==> src/design/rv_pkg.sv <==
/*
 * shared types and constants of the RV32IM front end
 * opcode patterns hold ? bits and are meant for casez only
 * wishbone adr carries the byte address of a 32-bit word
 */
`default_nettype none

package rv_pkg;

	localparam int xlen = 32;
	localparam logic [xlen-1:0] reset_pc = '0;
	localparam int fetch_depth = 4;
	localparam int decode_depth = 4;

	typedef logic [4:0] reg_addr_t;

	// raw word or R-format view
	typedef union packed {
		logic [31:0] raw;
		struct packed {
			logic [6:0] funct7;
			reg_addr_t  rs2;
			reg_addr_t  rs1;
			logic [2:0] funct3;
			reg_addr_t  rd;
			logic [6:0] opcode;
		} r;
	} inst_t;

	typedef enum logic [1:0] {
		fu_alu,
		fu_mult,
		fu_mem,
		fu_branch
	} fu_e;

	// multiply variants share the code space with the alu ops
	typedef enum logic [3:0] {
		alu_add, alu_sub, alu_slt, alu_sltu, alu_and, alu_or, alu_xor,
		alu_sll, alu_srl, alu_sra, mult_mul, mult_mulh, mult_mulhsu, mult_mulhu
	} alu_func_e;

	typedef struct packed {
		reg_addr_t src1;
		reg_addr_t src2;
		reg_addr_t dest;
	} arch_reg_t;

	typedef struct packed {
		inst_t            inst;
		logic [xlen-1:0]  pc;
	} fetch_pack_t;

	typedef struct packed {
		logic [xlen-1:0] pc;
		fu_e             fu;
		arch_reg_t       arch_reg;
		logic [xlen-1:0] imm;
		alu_func_e       alu_func;
		logic            halt;
		logic            csr_op;
		logic            illegal;
	} decoded_pack_t;

	typedef struct packed {
		logic            cyc;
		logic            stb;
		logic [xlen-1:0] adr;
	} wb_req_t;

	typedef struct packed {
		logic            ack;
		logic [xlen-1:0] dat;
	} wb_rsp_t;

	// funct7 rs2 rs1 funct3 rd opcode
	localparam logic [31:0] rv32_lui    = 32'b???????_?????_?????_???_?????_0110111;
	localparam logic [31:0] rv32_auipc  = 32'b???????_?????_?????_???_?????_0010111;
	localparam logic [31:0] rv32_jal    = 32'b???????_?????_?????_???_?????_1101111;
	localparam logic [31:0] rv32_jalr   = 32'b???????_?????_?????_000_?????_1100111;
	localparam logic [31:0] rv32_beq    = 32'b???????_?????_?????_000_?????_1100011;
	localparam logic [31:0] rv32_bne    = 32'b???????_?????_?????_001_?????_1100011;
	localparam logic [31:0] rv32_blt    = 32'b???????_?????_?????_100_?????_1100011;
	localparam logic [31:0] rv32_bge    = 32'b???????_?????_?????_101_?????_1100011;
	localparam logic [31:0] rv32_bltu   = 32'b???????_?????_?????_110_?????_1100011;
	localparam logic [31:0] rv32_bgeu   = 32'b???????_?????_?????_111_?????_1100011;
	localparam logic [31:0] rv32_lb     = 32'b???????_?????_?????_000_?????_0000011;
	localparam logic [31:0] rv32_lh     = 32'b???????_?????_?????_001_?????_0000011;
	localparam logic [31:0] rv32_lw     = 32'b???????_?????_?????_010_?????_0000011;
	localparam logic [31:0] rv32_lbu    = 32'b???????_?????_?????_100_?????_0000011;
	localparam logic [31:0] rv32_lhu    = 32'b???????_?????_?????_101_?????_0000011;
	localparam logic [31:0] rv32_sb     = 32'b???????_?????_?????_000_?????_0100011;
	localparam logic [31:0] rv32_sh     = 32'b???????_?????_?????_001_?????_0100011;
	localparam logic [31:0] rv32_sw     = 32'b???????_?????_?????_010_?????_0100011;
	localparam logic [31:0] rv32_addi   = 32'b???????_?????_?????_000_?????_0010011;
	localparam logic [31:0] rv32_slti   = 32'b???????_?????_?????_010_?????_0010011;
	localparam logic [31:0] rv32_sltiu  = 32'b???????_?????_?????_011_?????_0010011;
	localparam logic [31:0] rv32_xori   = 32'b???????_?????_?????_100_?????_0010011;
	localparam logic [31:0] rv32_ori    = 32'b???????_?????_?????_110_?????_0010011;
	localparam logic [31:0] rv32_andi   = 32'b???????_?????_?????_111_?????_0010011;
	localparam logic [31:0] rv32_slli   = 32'b0000000_?????_?????_001_?????_0010011;
	localparam logic [31:0] rv32_srli   = 32'b0000000_?????_?????_101_?????_0010011;
	localparam logic [31:0] rv32_srai   = 32'b0100000_?????_?????_101_?????_0010011;
	localparam logic [31:0] rv32_add    = 32'b0000000_?????_?????_000_?????_0110011;
	localparam logic [31:0] rv32_sub    = 32'b0100000_?????_?????_000_?????_0110011;
	localparam logic [31:0] rv32_sll    = 32'b0000000_?????_?????_001_?????_0110011;
	localparam logic [31:0] rv32_slt    = 32'b0000000_?????_?????_010_?????_0110011;
	localparam logic [31:0] rv32_sltu   = 32'b0000000_?????_?????_011_?????_0110011;
	localparam logic [31:0] rv32_xor    = 32'b0000000_?????_?????_100_?????_0110011;
	localparam logic [31:0] rv32_srl    = 32'b0000000_?????_?????_101_?????_0110011;
	localparam logic [31:0] rv32_sra    = 32'b0100000_?????_?????_101_?????_0110011;
	localparam logic [31:0] rv32_or     = 32'b0000000_?????_?????_110_?????_0110011;
	localparam logic [31:0] rv32_and    = 32'b0000000_?????_?????_111_?????_0110011;
	localparam logic [31:0] rv32_mul    = 32'b0000001_?????_?????_000_?????_0110011;
	localparam logic [31:0] rv32_mulh   = 32'b0000001_?????_?????_001_?????_0110011;
	localparam logic [31:0] rv32_mulhsu = 32'b0000001_?????_?????_010_?????_0110011;
	localparam logic [31:0] rv32_mulhu  = 32'b0000001_?????_?????_011_?????_0110011;
	localparam logic [31:0] rv32_csrrw  = 32'b???????_?????_?????_001_?????_1110011;
	localparam logic [31:0] rv32_csrrs  = 32'b???????_?????_?????_010_?????_1110011;
	localparam logic [31:0] rv32_csrrc  = 32'b???????_?????_?????_011_?????_1110011;
	// exact encoding, no don't-care bits
	localparam logic [31:0] rv32_wfi    = 32'b0001000_00101_00000_000_00000_1110011;

endpackage

`default_nettype wire

==> src/design/decoder.sv <==
/*
 * combinational RV32IM decode of one fetched word
 * loads, stores and branches are only sorted by functional unit
 * flags read low while in_valid is low, other fields still follow the word
 */
`default_nettype none

module decoder (
	input  logic                  in_valid,
	input  rv_pkg::fetch_pack_t   in_fetch,
	output rv_pkg::decoded_pack_t decoded_pack
);

	rv_pkg::inst_t inst;
	logic [rv_pkg::xlen-1:0] i_imm;
	logic [rv_pkg::xlen-1:0] s_imm;
	logic [rv_pkg::xlen-1:0] b_imm;
	logic [rv_pkg::xlen-1:0] u_imm;
	logic [rv_pkg::xlen-1:0] j_imm;

	assign inst = in_fetch.inst;

	// sign extended immediates, b and j have bit 0 clear
	assign i_imm = {{20{inst.raw[31]}}, inst.raw[31:20]};
	assign s_imm = {{20{inst.raw[31]}}, inst.raw[31:25], inst.raw[11:7]};
	assign b_imm = {{19{inst.raw[31]}}, inst.raw[31], inst.raw[7], inst.raw[30:25],
		inst.raw[11:8], 1'b0};
	assign u_imm = {inst.raw[31:12], 12'b0};
	assign j_imm = {{11{inst.raw[31]}}, inst.raw[31], inst.raw[19:12], inst.raw[20],
		inst.raw[30:21], 1'b0};

	always_comb begin
		// defaults amount to a nop on the alu
		decoded_pack = '0;
		decoded_pack.pc = in_fetch.pc;
		decoded_pack.fu = rv_pkg::fu_alu;
		decoded_pack.alu_func = rv_pkg::alu_add;

		// fields and unit by instruction class
		casez (inst.raw)
			rv_pkg::rv32_lui, rv_pkg::rv32_auipc: begin
				decoded_pack.arch_reg.dest = inst.r.rd;
				decoded_pack.imm = u_imm;
			end
			rv_pkg::rv32_jal: begin
				decoded_pack.arch_reg.dest = inst.r.rd;
				decoded_pack.imm = j_imm;
				decoded_pack.fu = rv_pkg::fu_branch;
			end
			rv_pkg::rv32_jalr: begin
				decoded_pack.arch_reg.dest = inst.r.rd;
				decoded_pack.imm = i_imm;
				decoded_pack.fu = rv_pkg::fu_branch;
			end
			rv_pkg::rv32_beq, rv_pkg::rv32_bne, rv_pkg::rv32_blt,
			rv_pkg::rv32_bge, rv_pkg::rv32_bltu, rv_pkg::rv32_bgeu: begin
				decoded_pack.arch_reg.src1 = inst.r.rs1;
				decoded_pack.arch_reg.src2 = inst.r.rs2;
				decoded_pack.imm = b_imm;
				decoded_pack.fu = rv_pkg::fu_branch;
			end
			rv_pkg::rv32_lb, rv_pkg::rv32_lh, rv_pkg::rv32_lw,
			rv_pkg::rv32_lbu, rv_pkg::rv32_lhu: begin
				decoded_pack.arch_reg.dest = inst.r.rd;
				decoded_pack.arch_reg.src1 = inst.r.rs1;
				decoded_pack.imm = i_imm;
				decoded_pack.fu = rv_pkg::fu_mem;
			end
			rv_pkg::rv32_sb, rv_pkg::rv32_sh, rv_pkg::rv32_sw: begin
				decoded_pack.arch_reg.src1 = inst.r.rs1;
				decoded_pack.arch_reg.src2 = inst.r.rs2;
				decoded_pack.imm = s_imm;
				decoded_pack.fu = rv_pkg::fu_mem;
			end
			// shift immediates keep funct7 in the upper imm bits
			rv_pkg::rv32_addi, rv_pkg::rv32_slti, rv_pkg::rv32_sltiu,
			rv_pkg::rv32_xori, rv_pkg::rv32_ori, rv_pkg::rv32_andi,
			rv_pkg::rv32_slli, rv_pkg::rv32_srli, rv_pkg::rv32_srai: begin
				decoded_pack.arch_reg.dest = inst.r.rd;
				decoded_pack.arch_reg.src1 = inst.r.rs1;
				decoded_pack.imm = i_imm;
			end
			rv_pkg::rv32_add, rv_pkg::rv32_sub, rv_pkg::rv32_sll,
			rv_pkg::rv32_slt, rv_pkg::rv32_sltu, rv_pkg::rv32_xor,
			rv_pkg::rv32_srl, rv_pkg::rv32_sra, rv_pkg::rv32_or,
			rv_pkg::rv32_and: begin
				decoded_pack.arch_reg = '{src1: inst.r.rs1, src2: inst.r.rs2, dest: inst.r.rd};
			end
			rv_pkg::rv32_mul, rv_pkg::rv32_mulh,
			rv_pkg::rv32_mulhsu, rv_pkg::rv32_mulhu: begin
				decoded_pack.arch_reg = '{src1: inst.r.rs1, src2: inst.r.rs2, dest: inst.r.rd};
				decoded_pack.fu = rv_pkg::fu_mult;
			end
			rv_pkg::rv32_csrrw, rv_pkg::rv32_csrrs, rv_pkg::rv32_csrrc:
				decoded_pack.csr_op = 1'b1;
			rv_pkg::rv32_wfi:
				decoded_pack.halt = 1'b1;
			default:
				decoded_pack.illegal = 1'b1;
		endcase

		// operation, the same for immediate and register forms
		casez (inst.raw)
			rv_pkg::rv32_sub: decoded_pack.alu_func = rv_pkg::alu_sub;
			rv_pkg::rv32_slt, rv_pkg::rv32_slti: decoded_pack.alu_func = rv_pkg::alu_slt;
			rv_pkg::rv32_sltu, rv_pkg::rv32_sltiu: decoded_pack.alu_func = rv_pkg::alu_sltu;
			rv_pkg::rv32_and, rv_pkg::rv32_andi: decoded_pack.alu_func = rv_pkg::alu_and;
			rv_pkg::rv32_or, rv_pkg::rv32_ori: decoded_pack.alu_func = rv_pkg::alu_or;
			rv_pkg::rv32_xor, rv_pkg::rv32_xori: decoded_pack.alu_func = rv_pkg::alu_xor;
			rv_pkg::rv32_sll, rv_pkg::rv32_slli: decoded_pack.alu_func = rv_pkg::alu_sll;
			rv_pkg::rv32_srl, rv_pkg::rv32_srli: decoded_pack.alu_func = rv_pkg::alu_srl;
			rv_pkg::rv32_sra, rv_pkg::rv32_srai: decoded_pack.alu_func = rv_pkg::alu_sra;
			rv_pkg::rv32_mul: decoded_pack.alu_func = rv_pkg::mult_mul;
			rv_pkg::rv32_mulh: decoded_pack.alu_func = rv_pkg::mult_mulh;
			rv_pkg::rv32_mulhsu: decoded_pack.alu_func = rv_pkg::mult_mulhsu;
			rv_pkg::rv32_mulhu: decoded_pack.alu_func = rv_pkg::mult_mulhu;
			default: decoded_pack.alu_func = rv_pkg::alu_add;
		endcase

		// no flag from an empty fetch queue head
		if (!in_valid) begin
			decoded_pack.halt = 1'b0;
			decoded_pack.csr_op = 1'b0;
			decoded_pack.illegal = 1'b0;
		end
	end

endmodule

`default_nettype wire

==> src/design/fetch_unit.sv <==
/*
 * wishbone classic master with one request in flight, no writes
 * adr is a byte address, pc steps by four per request
 * a flush or halt squashes the request in flight, its data is dropped
 */
`default_nettype none

module fetch_unit (
	input  logic                          clk,
	input  logic                          arst_n,
	input  rv_pkg::wb_rsp_t               wb_rsp,
	input  logic                          fifo_full,
	input  logic                          halt_seen,
	input  logic                          flush,
	input  logic [rv_pkg::xlen-1:0]       redirect_pc,
	output rv_pkg::wb_req_t               wb_req,
	output logic                          fetch_push,
	output rv_pkg::fetch_pack_t           fetch_data,
	output logic                          fetch_clear,
	output logic                          halted
);

	logic [rv_pkg::xlen-1:0] pc;
	logic [rv_pkg::xlen-1:0] req_adr;
	logic busy;
	logic squash;
	logic ack;
	logic issue;

	// ack only counts while a request is open
	assign ack = busy & wb_rsp.ack;
	assign fetch_clear = flush | halt_seen;

	// busy drops the cycle after ack, so the idle cycle comes for free
	assign issue = ~busy & ~fifo_full & ~halted & ~fetch_clear;
	assign fetch_push = ack & ~squash & ~fetch_clear;

	assign wb_req = '{cyc: busy, stb: busy, adr: req_adr};
	assign fetch_data = '{inst: wb_rsp.dat, pc: req_adr};

	always_ff @(posedge clk or negedge arst_n) begin
		if (!arst_n) begin
			pc <= rv_pkg::reset_pc;
			req_adr <= rv_pkg::reset_pc;
			busy <= 1'b0;
			squash <= 1'b0;
			halted <= 1'b0;
		end else begin
			if (issue) begin
				busy <= 1'b1;
				req_adr <= pc;
				pc <= pc + rv_pkg::xlen'(4);
			end else if (ack) begin
				busy <= 1'b0;
			end
			// stale request still runs to its ack
			if (ack)
				squash <= 1'b0;
			else if (busy && fetch_clear)
				squash <= 1'b1;
			// flush beats halt, so a flush in the halt cycle resumes fetch
			if (flush) begin
				pc <= redirect_pc;
				halted <= 1'b0;
			end else if (halt_seen) begin
				halted <= 1'b1;
			end
		end
	end

endmodule

`default_nettype wire

==> src/design/frontend_top.sv <==
/*
 * fetch unit, fetch queue, decoder and decode queue in a row
 * dispatch_valid is the decode queue not empty, transfer on valid and ready
 * a flush clears both queues in one cycle
 */
`default_nettype none

module frontend_top (
	input  logic                    clk,
	input  logic                    arst_n,
	input  rv_pkg::wb_rsp_t         wb_rsp,
	input  logic                    flush,
	input  logic [rv_pkg::xlen-1:0] redirect_pc,
	input  logic                    dispatch_ready,
	output rv_pkg::wb_req_t         wb_req,
	output rv_pkg::decoded_pack_t   dispatch_pack,
	output logic                    dispatch_valid,
	output logic                    halted
);

	rv_pkg::fetch_pack_t fetch_data;
	rv_pkg::fetch_pack_t fetch_head;
	rv_pkg::decoded_pack_t decoded;
	logic fetch_push;
	logic fetch_clear;
	logic fetch_empty;
	logic fetch_full;
	logic decode_empty;
	logic decode_full;
	logic xfer;
	logic halt_seen;

	// head moves from fetch queue to decode queue in one cycle
	assign xfer = ~fetch_empty & ~decode_full;
	// decoder flags are already low on an empty head
	assign halt_seen = decoded.halt & ~decode_full;
	assign dispatch_valid = ~decode_empty;

	fetch_unit fetch_unit0 (
		.clk, .arst_n, .wb_rsp, .fifo_full(fetch_full), .halt_seen,
		.flush, .redirect_pc, .wb_req, .fetch_push, .fetch_data,
		.fetch_clear, .halted
	);

	sync_fifo #(.T(rv_pkg::fetch_pack_t), .DEPTH(rv_pkg::fetch_depth)) fetch_q0 (
		.clk, .arst_n, .clear(fetch_clear), .push(fetch_push), .push_data(fetch_data),
		.pop(xfer), .pop_data(fetch_head), .empty(fetch_empty), .full(fetch_full)
	);

	decoder decoder0 (
		.in_valid(~fetch_empty), .in_fetch(fetch_head), .decoded_pack(decoded)
	);

	// halt packet still enters here, only the fetch side is cleared
	sync_fifo #(.T(rv_pkg::decoded_pack_t), .DEPTH(rv_pkg::decode_depth)) decode_q0 (
		.clk, .arst_n, .clear(flush), .push(xfer), .push_data(decoded),
		.pop(dispatch_ready), .pop_data(dispatch_pack), .empty(decode_empty),
		.full(decode_full)
	);

endmodule

`default_nettype wire

==> src/design/sync_fifo.sv <==
/*
 * circular queue, head entry is shown on pop_data while empty is low
 * clear beats a push in the same cycle
 * DEPTH of 2 or more
 */
`default_nettype none

module sync_fifo #(
	parameter type T = logic,
	parameter int DEPTH = 4
) (
	input  logic clk,
	input  logic arst_n,
	input  logic clear,
	input  logic push,
	input  T     push_data,
	input  logic pop,
	output T     pop_data,
	output logic empty,
	output logic full
);

	T mem [DEPTH];
	logic [$clog2(DEPTH)-1:0] rd_ptr;
	logic [$clog2(DEPTH)-1:0] wr_ptr;
	logic [$clog2(DEPTH+1)-1:0] count;
	logic do_push;
	logic do_pop;

	// requests are ignored at the limits
	assign do_push = push & ~full;
	assign do_pop = pop & ~empty;

	assign empty = (count == 0);
	assign full = (count == DEPTH);
	assign pop_data = mem[rd_ptr];

	always_ff @(posedge clk or negedge arst_n) begin
		if (!arst_n) begin
			rd_ptr <= '0;
			wr_ptr <= '0;
			count <= '0;
		end else if (clear) begin
			rd_ptr <= '0;
			wr_ptr <= '0;
			count <= '0;
		end else begin
			// pointers wrap at DEPTH, not at a power of two
			if (do_push)
				wr_ptr <= (wr_ptr == DEPTH - 1) ? '0 : wr_ptr + 1'b1;
			if (do_pop)
				rd_ptr <= (rd_ptr == DEPTH - 1) ? '0 : rd_ptr + 1'b1;
			case ({do_push, do_pop})
				2'b10: count <= count + 1'b1;
				2'b01: count <= count - 1'b1;
				default: count <= count;
			endcase
		end
	end

	// storage only, pointers decide what is valid
	always_ff @(posedge clk) begin
		if (do_push)
			mem[wr_ptr] <= push_data;
	end

endmodule

`default_nettype wire

==> config.mk <==
export PLATFORM = sky130hd
export DESIGN_NAME = frontend_top
export DESIGN_NICKNAME = d
export VERILOG_FILES = /design/src/design/rv_pkg.sv /design/src/design/decoder.sv /design/src/design/fetch_unit.sv /design/src/design/frontend_top.sv /design/src/design/sync_fifo.sv
export SDC_FILE = /design/constraint.sdc
export NUM_CORES = 1
export LEC_CHECK = 0
export ABC_AREA = 1
export ABC_CLOCK_PERIOD_IN_PS = 15620
export BUFFER_PORTS_ARGS = -buffer_cell sky130_fd_sc_hd__buf_2
export CAP_MARGIN = 20
export CORE_AREA = 8 8 362 364
export CTS_CLUSTER_DIAMETER = 100
export DETAILED_ROUTE_END_ITERATION = 10
export DIE_AREA = 0 0 370 372
export GPL_ROUTABILITY_DRIVEN = 0
export GPL_TIMING_DRIVEN = 0
export SLEW_MARGIN = 20
export SYNTH_ARGS = -nofsm -noshare
export SYNTH_HDL_FRONTEND = slang
export SYNTH_SLANG_ARGS = --single-unit
==> constraint.sdc <==
create_clock -name clk -period 15.62 [get_ports clk]
set_input_delay 2.343 -clock clk [delete_from_list [all_inputs] [get_ports clk]]
set_output_delay 2.343 -clock clk [all_outputs]
set_load 0.005 [all_outputs]
# Word level (Yosys, flattened, before mapping)
# Memory sizes are Yosys's and may differ from the RTL's.
# Index checks and enable logic that the tools add are counted.
# Widths: inputs -> output; s select.
# totals
in_bits,69
elab_cells,169
ram_bits,608
output_inout_bits,124
n_memories,2
regBits,81
# memory_table
name,words,word_bits,read_ports,rd_clocked_by_memory_dff,wr,line,text
decode_q0.mem,4,88,1,0,1,sync_fifo.sv:23,T mem [DEPTH];
fetch_q0.mem,4,64,1,0,1,sync_fifo.sv:23,
# op_classes
n_bitwise,21
n_reduce_logical,33
n_eq_ne,55
mux,38
n_addsub,9
# ops
op,n
$pmux 32 s5,1
$eq 10x10->1 const B,9
$eq 17x10->1 const B,5
$eq 17x11->1 const B,4
$mux 32,2
$eq 10x9->1 const B,6
$pmux 4 s13,1
$eq 17x16->1 const B,3
$reduce_or 45->1,1
$eq 10x8->1 const B,4
$reduce_or 37->1,1
$eq 17x8->1 const B,2
$eq 17x9->1 const B,2
$add 32x3->32 const B,1
$eq 32x29->1 const B,1
$reduce_or 32->1,1
$mux 2,12
$reduce_or 23->1,1
$eq 10x7->1 const B,2
$reduce_or 2->1,9
$eq 17x6->1 const B,1
$reduce_bool 2->1,8
$reduce_or 8->1,2
$mux 5,3
26 further kinds,74

# Logic depth before layout (Yosys ltp)
# An unclocked memory read counts as a cell.
# logic_depth
depth_word,13
mapped_depth,20
ltp_nobuf,18

# Cells and area by module
# A second synthesis with hierarchy kept.
# hier_totals
hier_cells,2593
hier_area_um2,29668.5
# by_module_without_submodules
mod,cells_each,seq_area_each_um2,area_per_inst_um2,instances
sync_fifo at decode_q0,918,10745.3,13508.0,1
sync_fifo at fetch_q0,688,7862.5,10002.1,1
fetch_unit,603,1676.6,4302.9,1
decoder,379,0.0,1834.3,1
frontend_top,5,0.0,21.3,1

# Worst setup path before layout
# Ideal clock, no wire load.
# synth_path
path_type,input to register
start,in flush
end,"mem fetch_q0.mem[0][0] (netlist name), enable pin"
t_arrival_ns,5.523
setup_slack_ns,9.610
path_stages,5
setup_ns,0.486
required_ns,15.134
path_buffers,0
cell_sequence,inv_2 > nand2_1 > nor2_1 > inv_1 > nor2_1
# synth_via
elab_chain_len,6
# synth_rtl
element,line,text
"start, declared",frontend_top.sv:12,"input logic flush,"
$or 1x1->1,fetch_unit.sv:32,assign fetch_clear = flush | halt_seen;
$not 1->1,fetch_unit.sv:36,assign fetch_push = ack & ~squash & ~fetch_clear;
$and 1x1->1,fetch_unit.sv:36,
$and 1x1->1,sync_fifo.sv:31,assign do_push = push & ~full;
$mux 1,sync_fifo.sv:63,if (do_push)
$mux 1 (implied by the code),sync_fifo.sv:64,mem[wr_ptr] <= push_data;
"end, declared",sync_fifo.sv:23,
# No other way between the ends.

==> results.py <==
metrics = {
    "synth": {
        "synthesis.nets": 2544,
        "synth.distinct_cells": 34,
        "yosysSeqAreaShare": 0.7117,
        "netlist_top_cells_area": "sky130_fd_sc_hd__edfxtp_1 (64%), sky130_fd_sc_hd__dfrtp_1 (7.1%), sky130_fd_sc_hd__nand2_1 (5.8%), sky130_fd_sc_hd__o21ai_0 (5.2%), sky130_fd_sc_hd__nor2_1 (4.6%)",
        "synth-edff-count": 608,
        "netlist.top_cell.by_area": "sky130_fd_sc_hd__edfxtp_1",
        "async_reset_ff_frac": 0.1176,
        "synthesis.yosys.warnings": 0,
        "ys_dominant_reg_cell": "sky130_fd_sc_hd__edfxtp_1",
        "ys_seq_elements": 689,
        "syn_area_mm2": 0.02850,
        "syn_avg_cell_area_um2": 11.58,
        "synth_cells": 2461,
        "yosys.area.top_type_share": 0.6406,
    },
    "sta": {
        "period_minus_slack_ns": 6.339,
        "rsz_0062_raised_after_global_routing": "no",
        "setup_violations": 0,
        "fin_skew_ns": 0.01686,
        "timing.max_slew.rel_slack": 0.3947,
        "timing.fmax_ghz": 0.1577,
        "worst-slew-pin-transition_ns": 0.9079,
        "tns_ns": 0,
        "maxSlewViolCount": 0,
        "timing.final.hold_violations": 0,
        "worst_hold_slack_ns": 0.5169,
        "post-route-period-util": 0.4059,
    },
    "worst_setup_path": {
        "crit_path_end_kind": "output port",
        "cell_chain_critical_path": "clkbuf_1 > inv_1 > clkbuf_1 > clkbuf_1 > nor2_1 > o22ai_1 > buf_2",
        "r2r_end": "fetch_q0.count[2]",
        "worst-r2r-cell-count": 14,
        "cpPeakStageDelay_ns": 0.65,
        "r2r-start": "fetch_q0.count[1]",
        "worst_path_max_delay_cell": "sky130_fd_sc_hd__clkbuf_1",
        "path_delay_family": "buffers and inverters",
        "timing.critical_path.to": "dispatch_pack[4]",
        "cp.buffers_inverters": 5,
        "worst-path-max-fanout": 10,
        "crit_path_start": "decode_q0.rd_ptr[0]",
        "worst-endpoint-required_ns": 13.28,
        "timing.critical_path.from_type": "register",
        "r2r_setup_slack_ns": 11.38,
        "worstSetupPathDepth": 7,
        "critical_path_class": "reg -> out",
        "crit_arrival_ns": 4.00,
        "cp_common_cell": "sky130_fd_sc_hd__clkbuf_1",
    },
    "clocking": {
        "cts_hold_buf": 0,
        "clkSlewWorstSetupHoldPaths_ns": 0.07,
        "ctsLongestPathBuffers": 3,
        "post_cts.repair.setup_buffers": 0,
        "htree_num_levels": 2,
        "clkSinkCount": 689,
        "tritoncts": "done",
        "cts-buffers-inserted": 60,
        "worstSkewPairLatency_ns": 0.64,
        "ctsResizeCount": 0,
        "clockRootBuffer": "sky130_fd_sc_hd__clkbuf_16",
    },
    "hold_path": {
        "kind_of_path_behind_the_tightest_hold_check": "reg -> reg",
        "hold_path_startpoint": "fetch_unit0.pc[30]",
    },
    "die": {
        "die_width_um": 370,
        "dieHeight_um": 372,
        "start_util": 0.2282,
        "die_outline_area_mm2": 0.1376,
        "placement_rows": 130,
        "design.portCount": 193,
        "placeable_core_region_mm2": 0.1249,
    },
    "routing": {
        "topRoutingLayerUsed": "met5",
        "drc_errors": 0,
        "detail_route.first_pass.iterations": 5,
        "detailedRoute.firstIterationViolations": 1741,
        "wl_met3_mm": 4.270,
        "detail-route-antenna-nets": 0,
        "wirelength_mm": 82.83,
        "met2RoutedLength_mm": 41.13,
        "via_count": 19420,
        "wl_met1_mm": 34.99,
        "detail_route.vias_per_cell": 4.373,
        "detail_route.wl_per_cell_um": 18.65,
    },
    "finish": {
        "layout.cells.non_filler": 4441,
        "final_nets": 2827,
        "post_route_cells_drive_above_1_share": 0.1356,
        "area.growth.synth_to_final_pct": 19.80,
    },
    "pwr": {
        "fin_total_pwr_mw": 6.362,
        "cell_pwr_density_mw_per_mm2": 186.3,
        "vdd_drop_max_v": 0.00009379,
        "static-leakage-power_nw": 12.45,
    },
    "status": {
        "status": "completed",
    },
    "place": {
        "post-place-cells": 4332,
        "numPortBuffers": 192,
        "dp.final_hpwl_mm": 61.05,
    },
    "global_route": {
        "global_route.overflow_total": 0,
        "all_layer_global_routing_usage": 0.1156,
        "global_route_wire_length_before_repair_mm": 121.9,
        "grt_start_max_net_pins": 70,
        "antenna_found_initial": 19,
        "via_count_of_the_first_global_routing_pass": 18872,
    },
    "run": {
        "cap_violations": 0,
    },
}
## sequential cells by signal, indices dropped and copies added, names as in the netlist
| signal | count |
|---|---|
| decode_q0.count | 3 |
| decode_q0.mem | 352 |
| decode_q0.rd_ptr | 2 |
| decode_q0.wr_ptr | 2 |
| fetch_q0.count | 3 |
| fetch_q0.mem | 256 |
| fetch_q0.rd_ptr | 2 |
| fetch_q0.wr_ptr | 2 |
| fetch_unit0.busy | 1 |
| fetch_unit0.halted | 1 |
| fetch_unit0.pc | 32 |
| fetch_unit0.req_adr | 32 |
| fetch_unit0.squash | 1 |
## Yosys cell counts (2+ instances only)
cell	n
sky130_fd_sc_hd__nor4_1	2
sky130_fd_sc_hd__inv_2	6
sky130_fd_sc_hd__inv_1	109
sky130_fd_sc_hd__nand2_2	5
sky130_fd_sc_hd__fa_1	2
sky130_fd_sc_hd__ha_1	12
sky130_fd_sc_hd__nand2_1	441
sky130_fd_sc_hd__a21oi_1	14
sky130_fd_sc_hd__o21ai_1	15
sky130_fd_sc_hd__edfxtp_1	608
sky130_fd_sc_hd__nor3_1	17
sky130_fd_sc_hd__nor2_4	2
sky130_fd_sc_hd__nor2_1	348
sky130_fd_sc_hd__xor2_1	26
sky130_fd_sc_hd__buf_6	12
sky130_fd_sc_hd__o211ai_1	6
sky130_fd_sc_hd__nand4_1	43
sky130_fd_sc_hd__buf_2	16
sky130_fd_sc_hd__o21ai_0	298
sky130_fd_sc_hd__buf_4	9
sky130_fd_sc_hd__o22ai_1	121
sky130_fd_sc_hd__nand3_2	3
sky130_fd_sc_hd__clkinv_1	2
sky130_fd_sc_hd__nor2_2	5
sky130_fd_sc_hd__buf_1	4
sky130_fd_sc_hd__dfrtp_1	81
sky130_fd_sc_hd__clkbuf_1	89
sky130_fd_sc_hd__nand3_1	159
## metrics by stage
stage	setup WS, ns	cell area [um2]	util
floorplan	9.610	28500	-
global placement	6.846	31530	0.2524
detailed placement	9.904	32290	0.2585
CTS	9.211	34140	0.2733
global route	9.125	34140	0.2733
finish	9.281	34150	0.2733
## how the worst min path moves through the flow
stage                    endpoint  slack [ns]  cells past startpoint
2_1_floorplan  fetch_unit0.pc[30]        0.48                      2
3_3_place_gp   fetch_unit0.pc[31]        0.50                      2
3_5_place_dp   fetch_unit0.pc[30]        0.49                      2
4_1_cts        fetch_unit0.pc[30]        0.51                      2
5_1_grt         fetch_unit0.pc[0]        0.55                      2
6_report       fetch_unit0.pc[30]        0.52                      2
## power by group
part           internal [mW]  leakage, nW  total (mW)  switching (mW)
Combinational          0.675         4.97        2.29            1.61
Sequential              2.48         6.56        2.66           0.182
Clock                  0.766        0.915        1.42           0.652
Total                   3.92         12.4        6.36            2.44
## cells in the final DEF (no fill, tap or decap), types with 2 or more instances in the layout
| cell type | netlist | layout |
|---|---|---|
| sky130_fd_sc_hd__a21oi_1 | 14 | 14 |
| sky130_fd_sc_hd__buf_1 | 4 | 4 |
| sky130_fd_sc_hd__buf_12 | 0 | 14 |
| sky130_fd_sc_hd__buf_16 | 0 | 15 |
| sky130_fd_sc_hd__buf_2 | 16 | 207 |
| sky130_fd_sc_hd__buf_4 | 9 | 9 |
| sky130_fd_sc_hd__buf_6 | 12 | 13 |
| sky130_fd_sc_hd__bufinv_16 | 0 | 3 |
| sky130_fd_sc_hd__clkbuf_1 | 89 | 99 |
| sky130_fd_sc_hd__clkbuf_16 | 0 | 60 |
| sky130_fd_sc_hd__clkbuf_8 | 0 | 2 |
| sky130_fd_sc_hd__clkinv_1 | 2 | 8 |
| sky130_fd_sc_hd__clkinv_2 | 0 | 15 |
| sky130_fd_sc_hd__clkinv_4 | 0 | 2 |
| sky130_fd_sc_hd__clkinvlp_4 | 0 | 2 |
| sky130_fd_sc_hd__dfrtp_1 | 81 | 81 |
| sky130_fd_sc_hd__diode_2 | 0 | 4 |
| sky130_fd_sc_hd__edfxtp_1 | 608 | 608 |
| sky130_fd_sc_hd__fa_1 | 2 | 2 |
| sky130_fd_sc_hd__ha_1 | 12 | 12 |
| sky130_fd_sc_hd__inv_1 | 109 | 109 |
| sky130_fd_sc_hd__inv_2 | 6 | 6 |
| sky130_fd_sc_hd__inv_6 | 0 | 3 |
| sky130_fd_sc_hd__nand2_1 | 441 | 441 |
| sky130_fd_sc_hd__nand2_2 | 5 | 5 |
| sky130_fd_sc_hd__nand3_1 | 159 | 159 |
| sky130_fd_sc_hd__nand3_2 | 3 | 3 |
| sky130_fd_sc_hd__nand4_1 | 43 | 43 |
| sky130_fd_sc_hd__nor2_1 | 348 | 340 |
| sky130_fd_sc_hd__nor2_2 | 5 | 5 |
| sky130_fd_sc_hd__nor2_4 | 2 | 10 |
| sky130_fd_sc_hd__nor3_1 | 17 | 17 |
| sky130_fd_sc_hd__nor4_1 | 2 | 2 |
| sky130_fd_sc_hd__o211ai_1 | 6 | 6 |
| sky130_fd_sc_hd__o21ai_0 | 298 | 298 |
| sky130_fd_sc_hd__o21ai_1 | 15 | 15 |
| sky130_fd_sc_hd__o22ai_1 | 121 | 121 |
| sky130_fd_sc_hd__xor2_1 | 26 | 26 |
## cell families (layout without fill, tap and decap cells)
group / Yosys count / in the layout / share of synthesized area
buffers and inverters: 247 / 573 / 0.03758
muxes: 1 / 1 / 0.0003512
adders and majority gates: 14 / 14 / 0.006673
other: 0 / 4 / 0
xor gates and xnor gates: 26 / 26 / 0.007990
and+or+nand+nor: 1028 / 1028 / 0.1496
DFF: 689 / 689 / 0.7117
AOI/OAI and AO/OA: 456 / 456 / 0.08613
## metal layers
metal  vias up  GRT usage
met5         -          0
met4         2    0.03641
met3       139    0.01713
met2       633     0.2024
met1      9351     0.1470
li1       9295          -
## worst min-delay path, cell delays in order, from the launching register on
cell and delay, ns:
sky130_fd_sc_hd__dfrtp_1 0.35, sky130_fd_sc_hd__nand3_1 0.08, sky130_fd_sc_hd__nand2_1 0.06
## cell type report
cell class,count,area [um2]
diodes,4,10.01
plain buffers,130,631.9
clock buffers,72,1567
clock inverters,33,282.8
fillers,12900,90770
inverters,117,439.2
multi-input cells,1525,7206
flip-flops and latches,689,20280
well taps,1650,2064
repair buffers,221,1660
No activity file was read; power rests on OpenSTA's default activity.
